### src/vid_wr_config.svh
`ifndef VID_WR_CONFIG_SVH
`define VID_WR_CONFIG_SVH

// Pixel word width on the stream and in frame memory
`define VW_PIXEL_BITS 32

// Word address into frame memory, 4K words
`define VW_ADDR_BITS 12

// Rotating frame buffers
`define VW_NUM_BUFFERS 3

// Stages between pixel acceptance and the write engine
`define VW_DELAY_DEPTH 3

`endif
### src/vid_pkg.sv
`default_nettype none

`include "vid_wr_config.svh"

package vid_pkg;

	// One pixel word
	typedef logic [`VW_PIXEL_BITS-1:0] pixel_t;
	typedef logic [`VW_ADDR_BITS-1:0]  mem_addr_t;  // Frame memory word address
	typedef logic [15:0]               line_cnt_t;  // Lines, frame height
	typedef logic [31:0]               frame_len_t; // Pixels per frame
	typedef logic [1:0]                buf_idx_t;   // 0 to 2

	// Beat from ingress to frame writer
	typedef struct packed {
		pixel_t data;
		logic   sol; // tuser, start of frame
		logic   eol; // tlast, end of line
	} pix_beat_t;

	// Beat from frame writer to write engine
	typedef struct packed {
		pixel_t data;
		logic   frame_last; // Final pixel of the frame
	} wr_beat_t;

	// Burst descriptor, issued once per frame
	typedef struct packed {
		mem_addr_t  base;
		frame_len_t len;
	} burst_desc_t;

	typedef enum logic [1:0] {
		IDLE,    // Waiting for sol
		RECEIVE, // Frame in progress
		DRAIN    // Last beat in flight, waiting for burst_done
	} writer_state_t;

	typedef enum logic {
		E_IDLE,
		E_WRITE
	} engine_state_t;

endpackage

`default_nettype wire

### src/mem_write_engine.sv
`timescale 1ns/1ps
`default_nettype none

module mem_write_engine (
	input  wire                  clk,
	input  wire                  rst_n,
	input  wire                  burst_start,
	input  vid_pkg::burst_desc_t burst_desc,
	input  wire                  beat_valid,
	input  vid_pkg::wr_beat_t    wr_beat,
	output logic                 burst_done,
	output logic                 len_error,  // Sticky until reset
	output logic                 mem_we,
	output vid_pkg::mem_addr_t   mem_waddr,
	output vid_pkg::pixel_t      mem_wdata
);

	import vid_pkg::*;

	engine_state_t state;

	mem_addr_t  burst_base; // Latched descriptor
	frame_len_t burst_len;
	frame_len_t beat_cnt;   // Beats seen in this burst
	frame_len_t cnt_next;
	logic       in_range;   // Still inside the buffer

	assign cnt_next = beat_cnt + 32'd1;
	assign in_range = (beat_cnt < burst_len);

	// Write in the same cycle as the beat, overruns dropped
	assign mem_we    = (state == E_WRITE) && beat_valid && in_range;
	assign mem_waddr = burst_base + mem_addr_t'(beat_cnt);
	assign mem_wdata = wr_beat.data;

	always_ff @(posedge clk or negedge rst_n) begin
		if (!rst_n) begin
			state      <= E_IDLE;
			beat_cnt   <= '0;
			burst_done <= 1'b0;
			len_error  <= 1'b0;
		end else begin
			burst_done <= 1'b0;
			case (state)
				E_IDLE: begin
					if (burst_start) begin
						state    <= E_WRITE;
						beat_cnt <= '0;
					end
				end
				E_WRITE: begin
					if (beat_valid) begin
						beat_cnt <= cnt_next;
						if (wr_beat.frame_last) begin
							state      <= E_IDLE;
							burst_done <= 1'b1;
							if (cnt_next != burst_len)
								len_error <= 1'b1; // Frame longer or shorter than len
						end
					end
				end
				default: state <= E_IDLE;
			endcase
		end
	end

	// Descriptor payload
	always_ff @(posedge clk) begin
		if (burst_start && state == E_IDLE) begin
			burst_base <= burst_desc.base;
			burst_len  <= burst_desc.len;
		end
	end

	// Writer delay line must keep descriptor ahead of beats
	a_no_beat_idle: assert property (
		@(posedge clk) disable iff (!rst_n)
		beat_valid |-> state == E_WRITE
	) else $error("mem_write_engine: beat arrived with no burst open");

endmodule

`default_nettype wire

### config.mk
export PLATFORM = sky130hd
export DESIGN_NAME = mem_write_engine
export DESIGN_NICKNAME = d
export VERILOG_FILES = /design/src/vid_pkg.sv /design/src/mem_write_engine.sv
export VERILOG_INCLUDE_DIRS = /design/src
export SDC_FILE = /design/constraint.sdc
export NUM_CORES = 1
export LEC_CHECK = 0
export BUFFER_PORTS_ARGS = -buffer_cell sky130_fd_sc_hd__buf_4
export CORE_MARGIN = 4
export CORE_UTILIZATION = 45
export DETAILED_ROUTE_END_ITERATION = 7
export PLACE_DENSITY_LB_ADDON = 0.3
export RECOVER_POWER = 100
export SLEW_MARGIN = 20
export SYNTH_ARGS = -nofsm -noshare
export SYNTH_HDL_FRONTEND = slang
export SYNTH_SLANG_ARGS = --single-unit
export TNS_END_PERCENT = 20
### constraint.sdc
create_clock -name clk -period 7.1 [get_ports clk]
set_clock_uncertainty 0.15 [all_clocks]
set_input_delay 1.775 -clock clk [delete_from_list [all_inputs] [get_ports clk]]
set_output_delay 1.775 -clock clk [all_outputs]
set_load 0.03 [all_outputs]
# ---- Word-level counts from Yosys, hierarchy flattened
# Index checks and enable logic that the tools add are counted.
dict set report classes {
  n_addsub 2
  order_cmp 1
  n_eq_ne 3
  mux 10
  bitwise_logic 1
  reduce_logical 5
}
# operator count
set op_table {}
lappend op_table {{$mux W32} 2}
lappend op_table {{$pmux W32 S2} 1}
lappend op_table {{$add A32 B1 Y32 const B} 1}
lappend op_table {{$lt A32 B32 Y1} 1}
lappend op_table {{$ne A32 B32 Y1} 1}
lappend op_table {{$add A12 B12 Y12} 1}
lappend op_table {{$mux W1} 6}
lappend op_table {{$ne A2 B2 Y1 const B} 2}
lappend op_table {{$reduce_and A4 Y1} 1}
lappend op_table {{$logic_and A1 B1 Y1} 3}
lappend op_table {{$pmux W1 S2} 1}
lappend op_table {{$reduce_and A2 Y1} 1}
lappend op_table {{$not A1 Y1} 1}
dict set report word_totals {
  reg_bits 79
  in_bits 81
  out_inout_bits 47
}

# ---- Longest topological paths before layout
# Gate-level depths: netlist (run 1).
dict set report logic_depth {
  ltp_word 3
  ltp_mapped 10
}

# ---- Least setup slack after synthesis (run 1)
# No wires, ideal clock.
dict set report synth_timing {
  path_kind {input port to flip-flop}
  startpoint {in burst_start}
  endpoint {reg beat_cnt[17]}
  arrival_ps 4638
  t_required_ps 6817
  path_slack_ps 2179
  stages 6
  cell_sequence {nor2b_1 -> nor2_1 -> clkbuf_1 -> a21o_1 -> nand2_1 -> o31ai_1}
}
dict set report synth_between {
  elab_chain_len 2
}
# element line_no
set synth_rtl {}
lappend synth_rtl {{from (decl)} mem_write_engine.sv:7} ;# input wire burst_start,
lappend synth_rtl {{$ne A2 B2 Y1 (no source line)} --}
lappend synth_rtl {{$reduce_and A2 Y1 (no source line)} --}
lappend synth_rtl {{to (signal assigned)} mem_write_engine.sv:53} ;# beat_cnt <= cnt_next;
lappend synth_rtl {{to (decl)} mem_write_engine.sv:24} ;# frame_len_t beat_cnt;
# No other way between the ends.
# A chain may end at the register's enable or synchronous reset.

# ---- Worst setup path in the final report (run 1)
dict set report layout_timing {
  startpoint {reg beat_cnt[0]}
  endpoint {out mem_waddr[10]}
}
dict set report layout_between {
  elab_chain_len 1
}
# element line_no
set layout_rtl {}
lappend layout_rtl {{$add A12 B12 Y12} mem_write_engine.sv:33} ;# assign mem_waddr = burst_base + mem_addr_t'(beat_cnt);
lappend layout_rtl {{to (decl)} mem_write_engine.sv:14} ;# output vid_pkg::mem_addr_t mem_waddr,
# No other way between the ends.

==> impl_summary.log, run 1 <==
INFO  metric detail_route.iter0.violations = roughly 240
INFO  metric hold_buffers = 0
INFO  metric startpoint = beat_cnt[0]
INFO  metric reg2reg_to = len_error
INFO  metric peakVddDrop = 238.4 µV
INFO  metric first_global_vias = approximately 4300
INFO  metric synth-simple-area-share = between 10% and 20%
INFO  metric pwr-share-clk = a little under two fifths
INFO  metric design.core.area = between 10000 and 15000 µm²
INFO  metric areaGrowthSynthToFinish = 9.590%
INFO  metric synthCells = a little under 600
INFO  metric cp.required = ~5.2 ns
INFO  metric synth-main-ff-cell = edfxtp_1
INFO  metric insertedDiodeCount = 0
INFO  metric cts_made_buffers = 9
INFO  metric distinct_cell_type_count_after_synthesis = 65
INFO  metric relSlewSlack = -70.27%
INFO  metric worstPathMaxFanout = 8
INFO  metric timing.reg2reg.setup_slack = between 2 and 2.5 ns
INFO  metric viasPerCell = between 5 and 6
INFO  metric clock_latency_on_the_worst_skew_pair = roughly 0.35 ns
INFO  metric post_cts_resize_count = 0
INFO  metric vias = approximately 4500
INFO  metric clk_pin_slew_worst_paths = 0.06 ns
INFO  metric synth_seq_cells = 79
INFO  metric power_leakage = ~2.6 nW
INFO  metric p_seq_share = a little over two fifths
INFO  metric finalWeightedCongestion = approximately 0.90
INFO  metric violated_checks = max-capacitance violations, max-slew violations
INFO  metric post_synth_mux_area_share = 0%
INFO  metric io-pin-count = about 130
INFO  metric cts-root-buf = clkbuf_16
INFO  metric r2r.worst_path.cells = 8
INFO  metric cts.htree.levels = 3
INFO  metric chipWidth = 120.0 µm
INFO  metric grt_start_max_net_pins = 45
INFO  metric post_synth_edffs = 44
INFO  metric power_switching_share = just under 30%
INFO  metric p_switching = between 0.3 and 0.4 mW
INFO  metric slew_limit_fails = 97
INFO  metric yosysSeqAreaShare = between 30% and 40%
INFO  metric post_cts.repair.setup_buffers = 0
INFO  metric grt_pass1_wl = ~22 mm
INFO  metric main_combinational_cell_family_by_area_after_synthesis = simple AND/OR/NAND/NOR gates
INFO  metric drt_first_pass_iters = 4
INFO  metric final_cell_count_without_fillers = 782
INFO  metric worstSetupPathType = register to output pin
INFO  metric drcViolationCount = 0
INFO  metric globalRouteTotalUtil = just under 20%
INFO  metric grt_antenna_before_repair = 0
INFO  metric synth_warn = 0
INFO  metric regArea = roughly 2200 µm²
INFO  metric synth_xor_area_share = under 10%
INFO  metric postRouteAntennaNets = 0
INFO  metric tritoncts_num_sinks = between 70 and 80
INFO  metric worst_slew_pin_slew = between 2 and 3 ns
INFO  metric report.final.setup_viol = 0
INFO  metric mostFrequentLayoutCell = o21ai_0
INFO  metric combPwrFrac = 18.7%
INFO  metric hold_path_depth = 2
INFO  metric final.period_utilization = a little under three quarters
INFO  metric grt_overflow = 0
INFO  metric finish.net_count = between 700 and 800
INFO  metric synthAdderAreaFrac = about 10%
INFO  metric wl = approximately 13 mm
INFO  metric drive_gt1_share = roughly 13%
INFO  metric dp_hpwl = between 9 and 10 mm
INFO  metric die-area = roughly 14000 µm²
INFO  metric place.detailed.instances = roughly 770
INFO  metric avgSynthCellArea = between 9 and 10 µm²
INFO  metric buffers_from_clock_root_to_sink_at_most = 2
INFO  metric min-delay-path-class = register to register
INFO  metric crit-reg2reg-launch = beat_cnt[1]
INFO  metric die_h = 120.0 µm
INFO  metric std_cell_rows = 40
INFO  metric numPortBuffers = 63
INFO  metric wl_per_cell = between 15 and 20 µm
INFO  metric num-fill-cells = 1093
INFO  metric fmax = 0.1984 GHz
INFO  metric critical_path.endpoint_type = output pin
INFO  metric multi_input_comb_area = 2919 µm²
INFO  metric max_cap_viol_count = 3
INFO  metric netlist_area = between 5000 and 6000 µm²
INFO  metric rsz0062_at_grt = no
INFO  metric clock_tree_from_tritoncts = done
INFO  metric intPower = roughly 0.86 mW
INFO  metric timing.critical_path.to = mem_waddr[10]
INFO  metric timing.critical_path.from_type = register
INFO  metric power_per_cell_area = ~200 nW/µm²
INFO  metric start_util = a little under half
INFO  metric outcome = finished, violations left
INFO  metric fin_tns_setup = 0 ns
INFO  metric worst_ep_arrival_time = around 3.1 ns
INFO  metric most-common-layout-cells = 50 x o21ai_0, 45 x clkbuf_4, 44 x ha_1, 44 x edfxtp_1, 42 x inv_1
INFO  metric syn_nets = just over 700
INFO  metric synth-compound-area-share = between 10% and 20%
INFO  metric post-route-min-period = 5.041 ns
INFO  metric asyncSetResetFlopFracSynth = ~44%
INFO  metric finalHoldViolations = 0
==> flip-flops by register name (all words and copies together), names as in the netlist <==
signal	cells
beat_cnt	32
burst_len	32
burst_base	12
burst_done	1
len_error	1
state	1
==> cell usage after synthesis (3+ instances only) <==
library cell  count  share of area [%]
a21o_1           12                1.6
a21oi_1          24                2.1
a31oi_1           4               0.44
and2_1            5               0.55
and3_1            7               0.78
and4_1            4               0.62
buf_2             9               0.80
buf_4            34                4.5
clkbuf_1         15                1.0
dfrtp_1          35                 16
edfxtp_1         44                 23
ha_1             44                9.7
inv_1            42                2.8
nand2_1          36                2.4
nand2b_1          3               0.33
nand3_1          14                1.2
nand4_1          23                2.5
nand4_4           3                1.1
nor2_1           40                2.7
nor2b_1           5               0.55
nor3_1            3               0.27
nor4_1            6               0.66
nor4_2            3               0.66
o21a_1            5               0.66
o21ai_0          50                4.4
o31ai_1          16                2.1
o41ai_1           5               0.78
or3_1             4               0.44
xnor2_1          34                5.3
xor2_1           15                2.3
==> worst max-delay path: stages, from the launching register on <==
cell and delay, ns:
dfrtp_1 0.45, ha_1 0.20, inv_1 0.05, fa_1 0.41, nor2b_1 0.13, o21ai_0 0.11
a21boi_0 0.29, o21ai_0 0.12, nand2b_1 0.14, a31oi_1 0.13, o311ai_0 0.37, clkbuf_1 0.35
==> worst min path at each step <==
stage	from	to	slack [ns]
after floorplan	state	state	0.36
after detailed placement	beat_cnt[31]	beat_cnt[31]	0.43
final	state	state	0.43
after global routing	state	state	0.46
after CTS	beat_cnt[31]	beat_cnt[31]	0.44
after global placement	beat_cnt[31]	beat_cnt[31]	0.41
==> through the flow <==
stage	worst slack (ns)	total power [mW]	util [%]	hold slack (ns)	cell area (µm²)
floorplan	2.179	0.7325	-	0.3608	5649
global placement	2.384	0.7824	49.37	0.4071	6005
detailed placement	2.349	0.7916	49.37	0.4310	6005
CTS	2.187	1.248	51.70	0.4440	6287
global route	1.806	1.277	50.91	0.4639	6191
finish	2.059	1.219	50.91	0.4332	6191
==> logic make-up after synthesis <==
group	count (synthesis)
flip-flops	79
XOR/XNOR	49
AO/OA/AOI/OAI	145
adder cells (fa/ha/maj)	45
buffers and inverters	101
AND/OR/NAND/NOR	172
==> cell type report <==
type	count	share of cell area, %
clock buffer	11	3.759
clock inverter	5	0.8084
inverter	42	2.546
multi-input combinational	411	47.15
sequential	79	35.49
tap	168	3.395
timing repair buffer	66	6.851
==> layer usage <==
| layer | GRT usage, % | share of wire [%] |
|---|---|---|
| met5 | 0 | 0 |
| met4 | 6.872 | 2.4 |
| met3 | 5.137 | 6.4 |
| met2 | 30.80 | 46 |
| met1 | 25.20 | 45 |
==> power by group through the flow <==
stage          combinational (mW)  clock (mW)  sequential [mW]
6_report                    0.228       0.454            0.536
5_1_grt                     0.254       0.483            0.541
4_1_cts                     0.250       0.463            0.535
3_5_place_dp                0.248           0            0.544
3_3_place_gp                0.239           0            0.543
2_1_floorplan               0.198           0            0.534
No activity file was read; power rests on OpenSTA's default activity.
==> run 2: changes to the inputs <==
==> constraint.sdc (replaced) <==
create_clock -name clk -period 5.2 [get_ports clk]
set_clock_uncertainty 0.15 [all_clocks]
set_input_delay 1.3 -clock clk [delete_from_list [all_inputs] [get_ports clk]]
set_output_delay 1.3 -clock clk [all_outputs]
set_load 0.03 [all_outputs]
==> run 2 against run 1 <==
The run still ends with max-capacitance violations, max-slew violations left. Largest power group unchanged. First-iteration DRC count is 26% higher. Wire length decreased by 1.9%. Hold slack worse by 0.0081 ns. Clock power increased by 49%. Non-clock buffer count is the same. Final cell count stayed put. Die area unchanged. Sequential share of layout area shrank 0.24 points.
==> impl_summary.log, run 2 (same netlist as run 1, synthesis figures left out) <==
INFO  metric placedInstanceArea = 6005 µm² (unchanged)
INFO  metric finalHoldWorstSlack = 0.4251 ns (was 0.4332 ns)
INFO  metric grt_antenna_before_repair = 0 (unchanged)
INFO  metric place.detailed.instances = 766 (unchanged)
INFO  metric hold_path_startpoint = beat_cnt[31] (was state)
INFO  metric fmax = approximately 0.22 GHz
INFO  metric grt_overflow = 0 (unchanged)
INFO  metric intPower = 1.242 mW (was 0.8645 mW)
INFO  metric vias = 4434 (was 4457)
INFO  metric first_global_vias = 4386 (was 4343)
INFO  metric power_switching_share = 27.59% (was 29.07%)
INFO  metric post_cts_resize_count = 0 (unchanged)
INFO  metric clock_tree_from_tritoncts = done (unchanged)
INFO  metric pwr-share-clk = 39.4% (was 37.3%)
INFO  metric finalHoldViolations = 0 (unchanged)
INFO  metric peakVddDrop = 303.3 µV (was 238.4 µV)
INFO  metric design_area = 6232 µm² (was 6191 µm²)
INFO  metric worst_slew_pin_slew = 2.161 ns (was 2.554 ns)
INFO  metric power_leakage = 2.629 nW (was 2.609 nW)
INFO  metric hold_path_depth = 2 (unchanged)
INFO  metric viasPerCell = 5.670 (was 5.699)
INFO  metric tritoncts_num_sinks = 79 (unchanged)
INFO  metric rsz0062_at_grt = no (unchanged)
INFO  metric mostFrequentLayoutCell = o21ai_0 (unchanged)
INFO  metric critical-path-max-stage-delay = 0.45 ns (about the same)
INFO  metric chipWidth = 120.0 µm (unchanged)
INFO  metric violated_checks = max-capacitance violations, max-slew violations (unchanged)
INFO  metric reg2reg_to = len_error (unchanged)
INFO  metric detail_route.iter0.violations = 304 (was 242)
INFO  metric final_cell_count_without_fillers = 782 (unchanged)
INFO  metric power_per_cell_area = 275.3 nW/µm² (was 196.9 nW/µm²)
INFO  metric min_to = beat_cnt[31] (was state)
INFO  metric start_util = 46.45% (unchanged)
INFO  metric timing.critical_path.from_type = register (unchanged)
INFO  metric drcViolationCount = 0 (unchanged)
INFO  metric design_power_total = 1.716 mW (was 1.219 mW)
INFO  metric design.core.area = 12160 µm² (unchanged)
INFO  metric fin_ws = 0.7487 ns (was 2.059 ns)
INFO  metric dp_hpwl = 9.601 mm (was 9.632 mm)
INFO  metric timing.critical_path.max_delay_family = compound AO/OA/AOI/OAI gates (unchanged)
INFO  metric cp_slowest_cell = dfrtp_1 (unchanged)
INFO  metric worstPathBufferInverterCount = 2 (unchanged)
INFO  metric clk_pin_slew_worst_paths = 0.06 ns (about the same)
INFO  metric report.final.setup_viol = 0 (unchanged)
INFO  metric cp.required = 3.75 ns (was 5.18 ns)
INFO  metric fin_tns_setup = 0 ns (unchanged)
INFO  metric most-common-layout-cells = 50 x o21ai_0, 45 x clkbuf_4, 44 x ha_1, 44 x edfxtp_1, 42 x inv_1 (unchanged)
INFO  metric cp_common_cell = o21ai_0 (unchanged)
INFO  metric cts-root-buf = clkbuf_16 (unchanged)
INFO  metric path_length_in_cells_of_the_critical_path = 11 (unchanged)
INFO  metric critical_path.cell_chain = ha_1, inv_1, fa_1, nor2b_1, o21ai_0, a21boi_0, o21ai_0, nand2b_1, a31oi_1, o311ai_0, clkbuf_1 (unchanged)
INFO  metric reg_top3 = beat_cnt (32), burst_len (32), burst_base (12) (unchanged)
INFO  metric max_cap_viol_count = 2 (was 3)
INFO  metric die_h = 120.0 µm (unchanged)
INFO  metric areaGrowthSynthToFinish = 10.32% (was 9.590%)
INFO  metric r2r.worst_path.cells = 8 (unchanged)
INFO  metric slew_limit_fails = 59 (was 97)
INFO  metric drt_first_pass_iters = 5 (was 4)
INFO  metric finalWeightedCongestion = 0.8641 (was 0.9008)
INFO  metric worstPathMaxFanout = 8 (unchanged)
INFO  metric final.period_utilization = a little under nine tenths
INFO  metric post-place-ws = 1.201 ns (was 2.349 ns)
INFO  metric relSlewSlack = -44.05% (was -70.27%)
INFO  metric globalRouteTotalUtil = 19.01% (was 19.28%)
INFO  metric worst_ep_arrival_time = 3.00 ns (was 3.12 ns)
INFO  metric crit-reg2reg-launch = beat_cnt[1] (unchanged)
INFO  metric drive_gt1_share = 13.03% (was 12.54%)
INFO  metric std_cell_rows = 40 (unchanged)
INFO  metric min-delay-path-class = register to register (unchanged)
INFO  metric cts.htree.levels = 3 (unchanged)
INFO  metric hold_buffers = 0 (unchanged)
INFO  metric critical_path.endpoint_type = output pin (unchanged)
INFO  metric timing.reg2reg.setup_slack = 1.31 ns (was 2.38 ns)
INFO  metric die-area = 14410 µm² (unchanged)
INFO  metric buffers_from_clock_root_to_sink_at_most = 2 (unchanged)
INFO  metric finish.net_count = 735 (unchanged)
INFO  metric grt_pass1_wl = 21.94 mm (was 22.13 mm)
INFO  metric grt_start_max_net_pins = 43 (was 45)
INFO  metric post-route-util = 51.24% (was 50.91%)
INFO  metric insertedDiodeCount = 0 (unchanged)
INFO  metric worstSetupPathType = register to output pin (unchanged)
INFO  metric postRouteAntennaNets = 0 (unchanged)
INFO  metric clock_latency_on_the_worst_skew_pair = 0.34 ns (was 0.35 ns)
INFO  metric p_seq_share = 42.7% (was 44.0%)
INFO  metric combPwrFrac = 17.9% (was 18.7%)
INFO  metric numPortBuffers = 63 (unchanged)
INFO  metric wl = 13.18 mm (was 13.44 mm)
INFO  metric post-route-min-period = about 4.5 ns
INFO  metric outcome = finished, violations left (unchanged)
INFO  metric num-fill-cells = 1135 (was 1093)
INFO  metric cts_made_buffers = 9 (unchanged)
INFO  metric post_cts.repair.setup_buffers = 0 (unchanged)
INFO  metric io-pin-count = 128 (unchanged)
INFO  metric wl_per_cell = 16.85 µm (was 17.18 µm)
INFO  metric p_switching = 0.4734 mW (was 0.3543 mW)
## run 2: tightest hold or removal path, cell delays in order, from the launching register on
cell and delay [ns]:
dfrtp_1 0.41, nand2_1 0.06, o21ai_0 0.07
## run 2: cell type report
type                       count  area (µm²)  share of cell area, %
multi-input combinational    411        2928                  46.98
sequential                    79        2197                  35.25
timing repair buffer          66       424.2                  6.806
clock buffer                  12       246.5                  3.955
tap                          168       210.2                  3.373
inverter                      42       157.7                  2.530
clock inverter                 4       68.82                  1.104
## run 2: worst max-delay path by stage
stage                           start             to  slack [ns]
after detailed placement  beat_cnt[0]  mem_waddr[10]        1.20
after global placement    beat_cnt[0]  mem_waddr[10]        1.28
after floorplan           burst_start   beat_cnt[17]        0.75
after global routing      beat_cnt[0]  mem_waddr[10]        0.27
final                     beat_cnt[0]  mem_waddr[10]        0.75
after CTS                 beat_cnt[0]  mem_waddr[10]        0.83
## run 2: power groups by stage
stage | Combinational (mW) | Sequential, mW | Clock [mW]
global placement | 0.328 | 0.741 | 0
finish | 0.307 | 0.732 | 0.676
detailed placement | 0.334 | 0.744 | 0
CTS | 0.338 | 0.732 | 0.690
global route | 0.346 | 0.737 | 0.718
floorplan | 0.271 | 0.729 | 0
## run 2: per-layer routing
| metal | share of wire (%) | routed length (µm) | track usage (%) |
|---|---|---|---|
| met5 | 0 | 0 | 0 |
| met4 | 1.8 | 235 | 6.156 |
| met3 | 6.4 | 840 | 4.241 |
| met2 | 47 | 6133 | 30.07 |
| met1 | 45 | 5972 | 25.87 |
==> run 3: changes to the inputs <==
--- a/config.mk
+++ b/config.mk
@@ -10,7 +10,7 @@
 export CORE_MARGIN = 4
 export CORE_UTILIZATION = 45
 export DETAILED_ROUTE_END_ITERATION = 7
-export PLACE_DENSITY_LB_ADDON = 0.3
+export PLACE_DENSITY = 0.68
 export RECOVER_POWER = 100
 export SLEW_MARGIN = 20
 export SYNTH_ARGS = -nofsm -noshare
==> run 3 against run 2 <==
The flow still finishes with violations (max-capacitance violations, max-slew violations). Critical path type unchanged. Largest power group unchanged. Global-route usage grew 0.37 points. First-iteration DRC count shrank 7.6%. Sequential share of layout area grew 0.25 points. Critical path depth is the same. Design area shrank 0.70%. Power shrank 4.8%. Core utilization shrank 0.36 points. Via count shrank 0.52%. Register-to-register slack is essentially flat. Final cell count is the same. Non-clock buffer count is the same.
==> impl_summary.log, run 3 (same netlist as run 1, synthesis figures left out) <==
INFO  metric intPower = 1.146 mW (was 1.242 mW)
INFO  metric design_area = 6188 µm² (was 6232 µm²)
INFO  metric fin_tns_setup = 0 ns (unchanged)
INFO  metric critical_path.cell_chain = ha_1, inv_1, fa_1, nor2b_1, o21ai_0, a21boi_0, o21ai_0, nand2b_1, a31oi_1, o311ai_0, clkbuf_1 (unchanged)
INFO  metric fin_ws = 0.7561 ns (was 0.7487 ns)
INFO  metric design.core.area = 12160 µm² (unchanged)
INFO  metric final_cell_count_without_fillers = 782 (unchanged)
INFO  metric numPortBuffers = 63 (unchanged)
INFO  metric std_cell_rows = 40 (unchanged)
INFO  metric relSlewSlack = -40.41% (was -44.05%)
INFO  metric drcViolationCount = 0 (unchanged)
INFO  metric power_per_cell_area = 263.9 nW/µm² (was 275.3 nW/µm²)
INFO  metric min-delay-path-class = register to register (unchanged)
INFO  metric cp_common_cell = o21ai_0 (unchanged)
INFO  metric cp.required = 3.75 ns (about the same)
INFO  metric clk_pin_slew_worst_paths = 0.06 ns (about the same)
INFO  metric viasPerCell = 5.641 (was 5.670)
INFO  metric fmax = 0.2250 GHz (was 0.2247 GHz)
INFO  metric mostFrequentLayoutCell = o21ai_0 (unchanged)
INFO  metric regArea = 2197 µm² (unchanged)
INFO  metric timing.critical_path.from_type = register (unchanged)
INFO  metric buffers_from_clock_root_to_sink_at_most = 2 (unchanged)
INFO  metric die-area = 14410 µm² (unchanged)
INFO  metric grt_start_max_net_pins = 43 (unchanged)
INFO  metric cts-root-buf = clkbuf_16 (unchanged)
INFO  metric timing.critical_path.max_delay_family = compound AO/OA/AOI/OAI gates (unchanged)
INFO  metric grt_overflow = 0 (unchanged)
INFO  metric slew_limit_fails = 92 (was 59)
INFO  metric die_h = 120.0 µm (unchanged)
INFO  metric post-route-min-period = 4.444 ns (was 4.451 ns)
INFO  metric finalHoldWorstSlack = 0.4179 ns (was 0.4251 ns)
INFO  metric drive_gt1_share = 13.03% (unchanged)
INFO  metric cts_made_buffers = 9 (unchanged)
INFO  metric violated_checks = max-capacitance violations, max-slew violations (unchanged)
INFO  metric post_cts_resize_count = 0 (unchanged)
INFO  metric hold_buffers = 0 (unchanged)
INFO  metric detail_route.iter0.violations = 281 (was 304)
INFO  metric areaGrowthSynthToFinish = 9.546% (was 10.32%)
INFO  metric postRouteAntennaNets = 0 (unchanged)
INFO  metric drt_first_pass_iters = 5 (unchanged)
INFO  metric chipWidth = 120.0 µm (unchanged)
INFO  metric vias = 4411 (was 4434)
INFO  metric tritoncts_num_sinks = 79 (unchanged)
INFO  metric post-place-ws = 1.230 ns (was 1.201 ns)
INFO  metric multi_input_comb_area = 2928 µm² (unchanged)
INFO  metric combPwrFrac = 18.9% (was 17.9%)
INFO  metric placedInstanceArea = 6005 µm² (unchanged)
INFO  metric rsz0062_at_grt = no (unchanged)
INFO  metric place.detailed.instances = 766 (unchanged)
INFO  metric design_power_total = 1.633 mW (was 1.716 mW)
INFO  metric critical-path-max-stage-delay = 0.45 ns (about the same)
INFO  metric grt_antenna_before_repair = 0 (unchanged)
INFO  metric power_leakage = 2.601 nW (was 2.629 nW)
INFO  metric worstPathBufferInverterCount = 2 (unchanged)
INFO  metric reg_top3 = beat_cnt (32), burst_len (32), burst_base (12) (unchanged)
INFO  metric startpoint = beat_cnt[0] (unchanged)
INFO  metric first_global_vias = 4396 (was 4386)
INFO  metric worstPathMaxFanout = 8 (unchanged)
INFO  metric crit-reg2reg-launch = beat_cnt[1] (unchanged)
INFO  metric wl = 13.09 mm (was 13.18 mm)
INFO  metric peakVddDrop = 197.1 µV (was 303.3 µV)
INFO  metric post_cts.repair.setup_buffers = 0 (unchanged)
INFO  metric cp_slowest_cell = dfrtp_1 (unchanged)
INFO  metric dp_hpwl = 9.568 mm (was 9.601 mm)
INFO  metric worst_ep_arrival_time = 2.99 ns (was 3.00 ns)
INFO  metric clock_tree_from_tritoncts = done (unchanged)
INFO  metric max_cap_viol_count = 3 (was 2)
INFO  metric final.period_utilization = 85.46% (was 85.60%)
INFO  metric finish.net_count = 735 (unchanged)
INFO  metric report.final.setup_viol = 0 (unchanged)
INFO  metric hold_path_startpoint = beat_cnt[31] (unchanged)
INFO  metric wl_per_cell = 16.74 µm (was 16.85 µm)
INFO  metric post-route-util = 50.88% (was 51.24%)
INFO  metric globalRouteTotalUtil = 19.38% (was 19.01%)
INFO  metric cts.htree.levels = 3 (unchanged)
INFO  metric io-pin-count = 128 (unchanged)
INFO  metric p_seq_share = 44.8% (was 42.7%)
INFO  metric worstSetupPathType = register to output pin (unchanged)
INFO  metric num-fill-cells = 1121 (was 1135)
INFO  metric insertedDiodeCount = 0 (unchanged)
INFO  metric finalWeightedCongestion = 0.8637 (was 0.8641)
INFO  metric critical_path.endpoint_type = output pin (unchanged)
INFO  metric pwr-share-clk = 36.3% (was 39.4%)
INFO  metric worst_slew_pin_slew = 2.106 ns (was 2.161 ns)
INFO  metric grt_pass1_wl = 22.29 mm (was 21.94 mm)
INFO  metric most-common-layout-cells = 50 x o21ai_0, 44 x ha_1, 44 x edfxtp_1, 44 x clkbuf_4, 42 x inv_1 (was 50 x o21ai_0, 45 x clkbuf_4, 44 x ha_1, 44 x edfxtp_1, 42 x inv_1)
INFO  metric clock_latency_on_the_worst_skew_pair = 0.35 ns (was 0.34 ns)
INFO  metric p_switching = 0.4870 mW (was 0.4734 mW)
INFO  metric power_switching_share = 29.82% (was 27.59%)
INFO  metric finalHoldViolations = 0 (unchanged)
INFO  metric start_util = 46.45% (unchanged)
INFO  metric outcome = finished, violations left (unchanged)
-- run 3: cell types whose count changed in the layout (fill, tap and decap cells not counted) --
cell        before  now
clkinvlp_4       0    2
bufinv_16        2    0
inv_6            0    1
clkbuf_4        45   44
-- run 3: final cells by class --
class / count / share of cell area [%]
Inverter: 42 / 2.548
Timing Repair Buffer: 66 / 6.793
Sequential cell: 79 / 35.50
Clock inverter: 5 / 0.5257
Multi-Input combinational cell: 411 / 47.31
Clock buffer: 11 / 3.922
Tap cell: 168 / 3.397
-- run 3: worst paths after layout --
check | to | cells after the start | slack, ns
max | mem_waddr[10] | 11 | 0.76
min | beat_cnt[31] | 2 | 0.42
max reg2reg | len_error | 8 | 1.31
min reg2reg | beat_cnt[31] | 2 | 0.42
max in group asynchronous | burst_done | 1 | 2.28
min in group asynchronous | beat_cnt[20] | 1 | 1.40
-- run 3: worst min-delay path, cell delays in order, from the launching register on --
cell and delay, ns:
dfrtp_1 0.40, nand2_1 0.06, o21ai_0 0.07
-- run 3: power by group through the flow --
| stage | logic (mW) | registers (mW) | clock network [mW] |
|---|---|---|---|
| final | 0.308 | 0.732 | 0.593 |
| after global routing | 0.346 | 0.738 | 0.640 |
| after CTS | 0.339 | 0.732 | 0.610 |
| after detailed placement | 0.335 | 0.744 | 0 |
| after global placement | 0.328 | 0.741 | 0 |
| after floorplan | 0.271 | 0.729 | 0 |
-- run 3: per-layer routing --
metal / track usage, % / share of wire (%) / vias to the layer above
met5: 0 / 0 / -
met4: 6.299 / 1.7 / 0
met3: 5.467 / 6.3 / 27
met2: 30.10 / 47 / 126
met1: 26.12 / 45 / 2092
li1: - / - / 2166
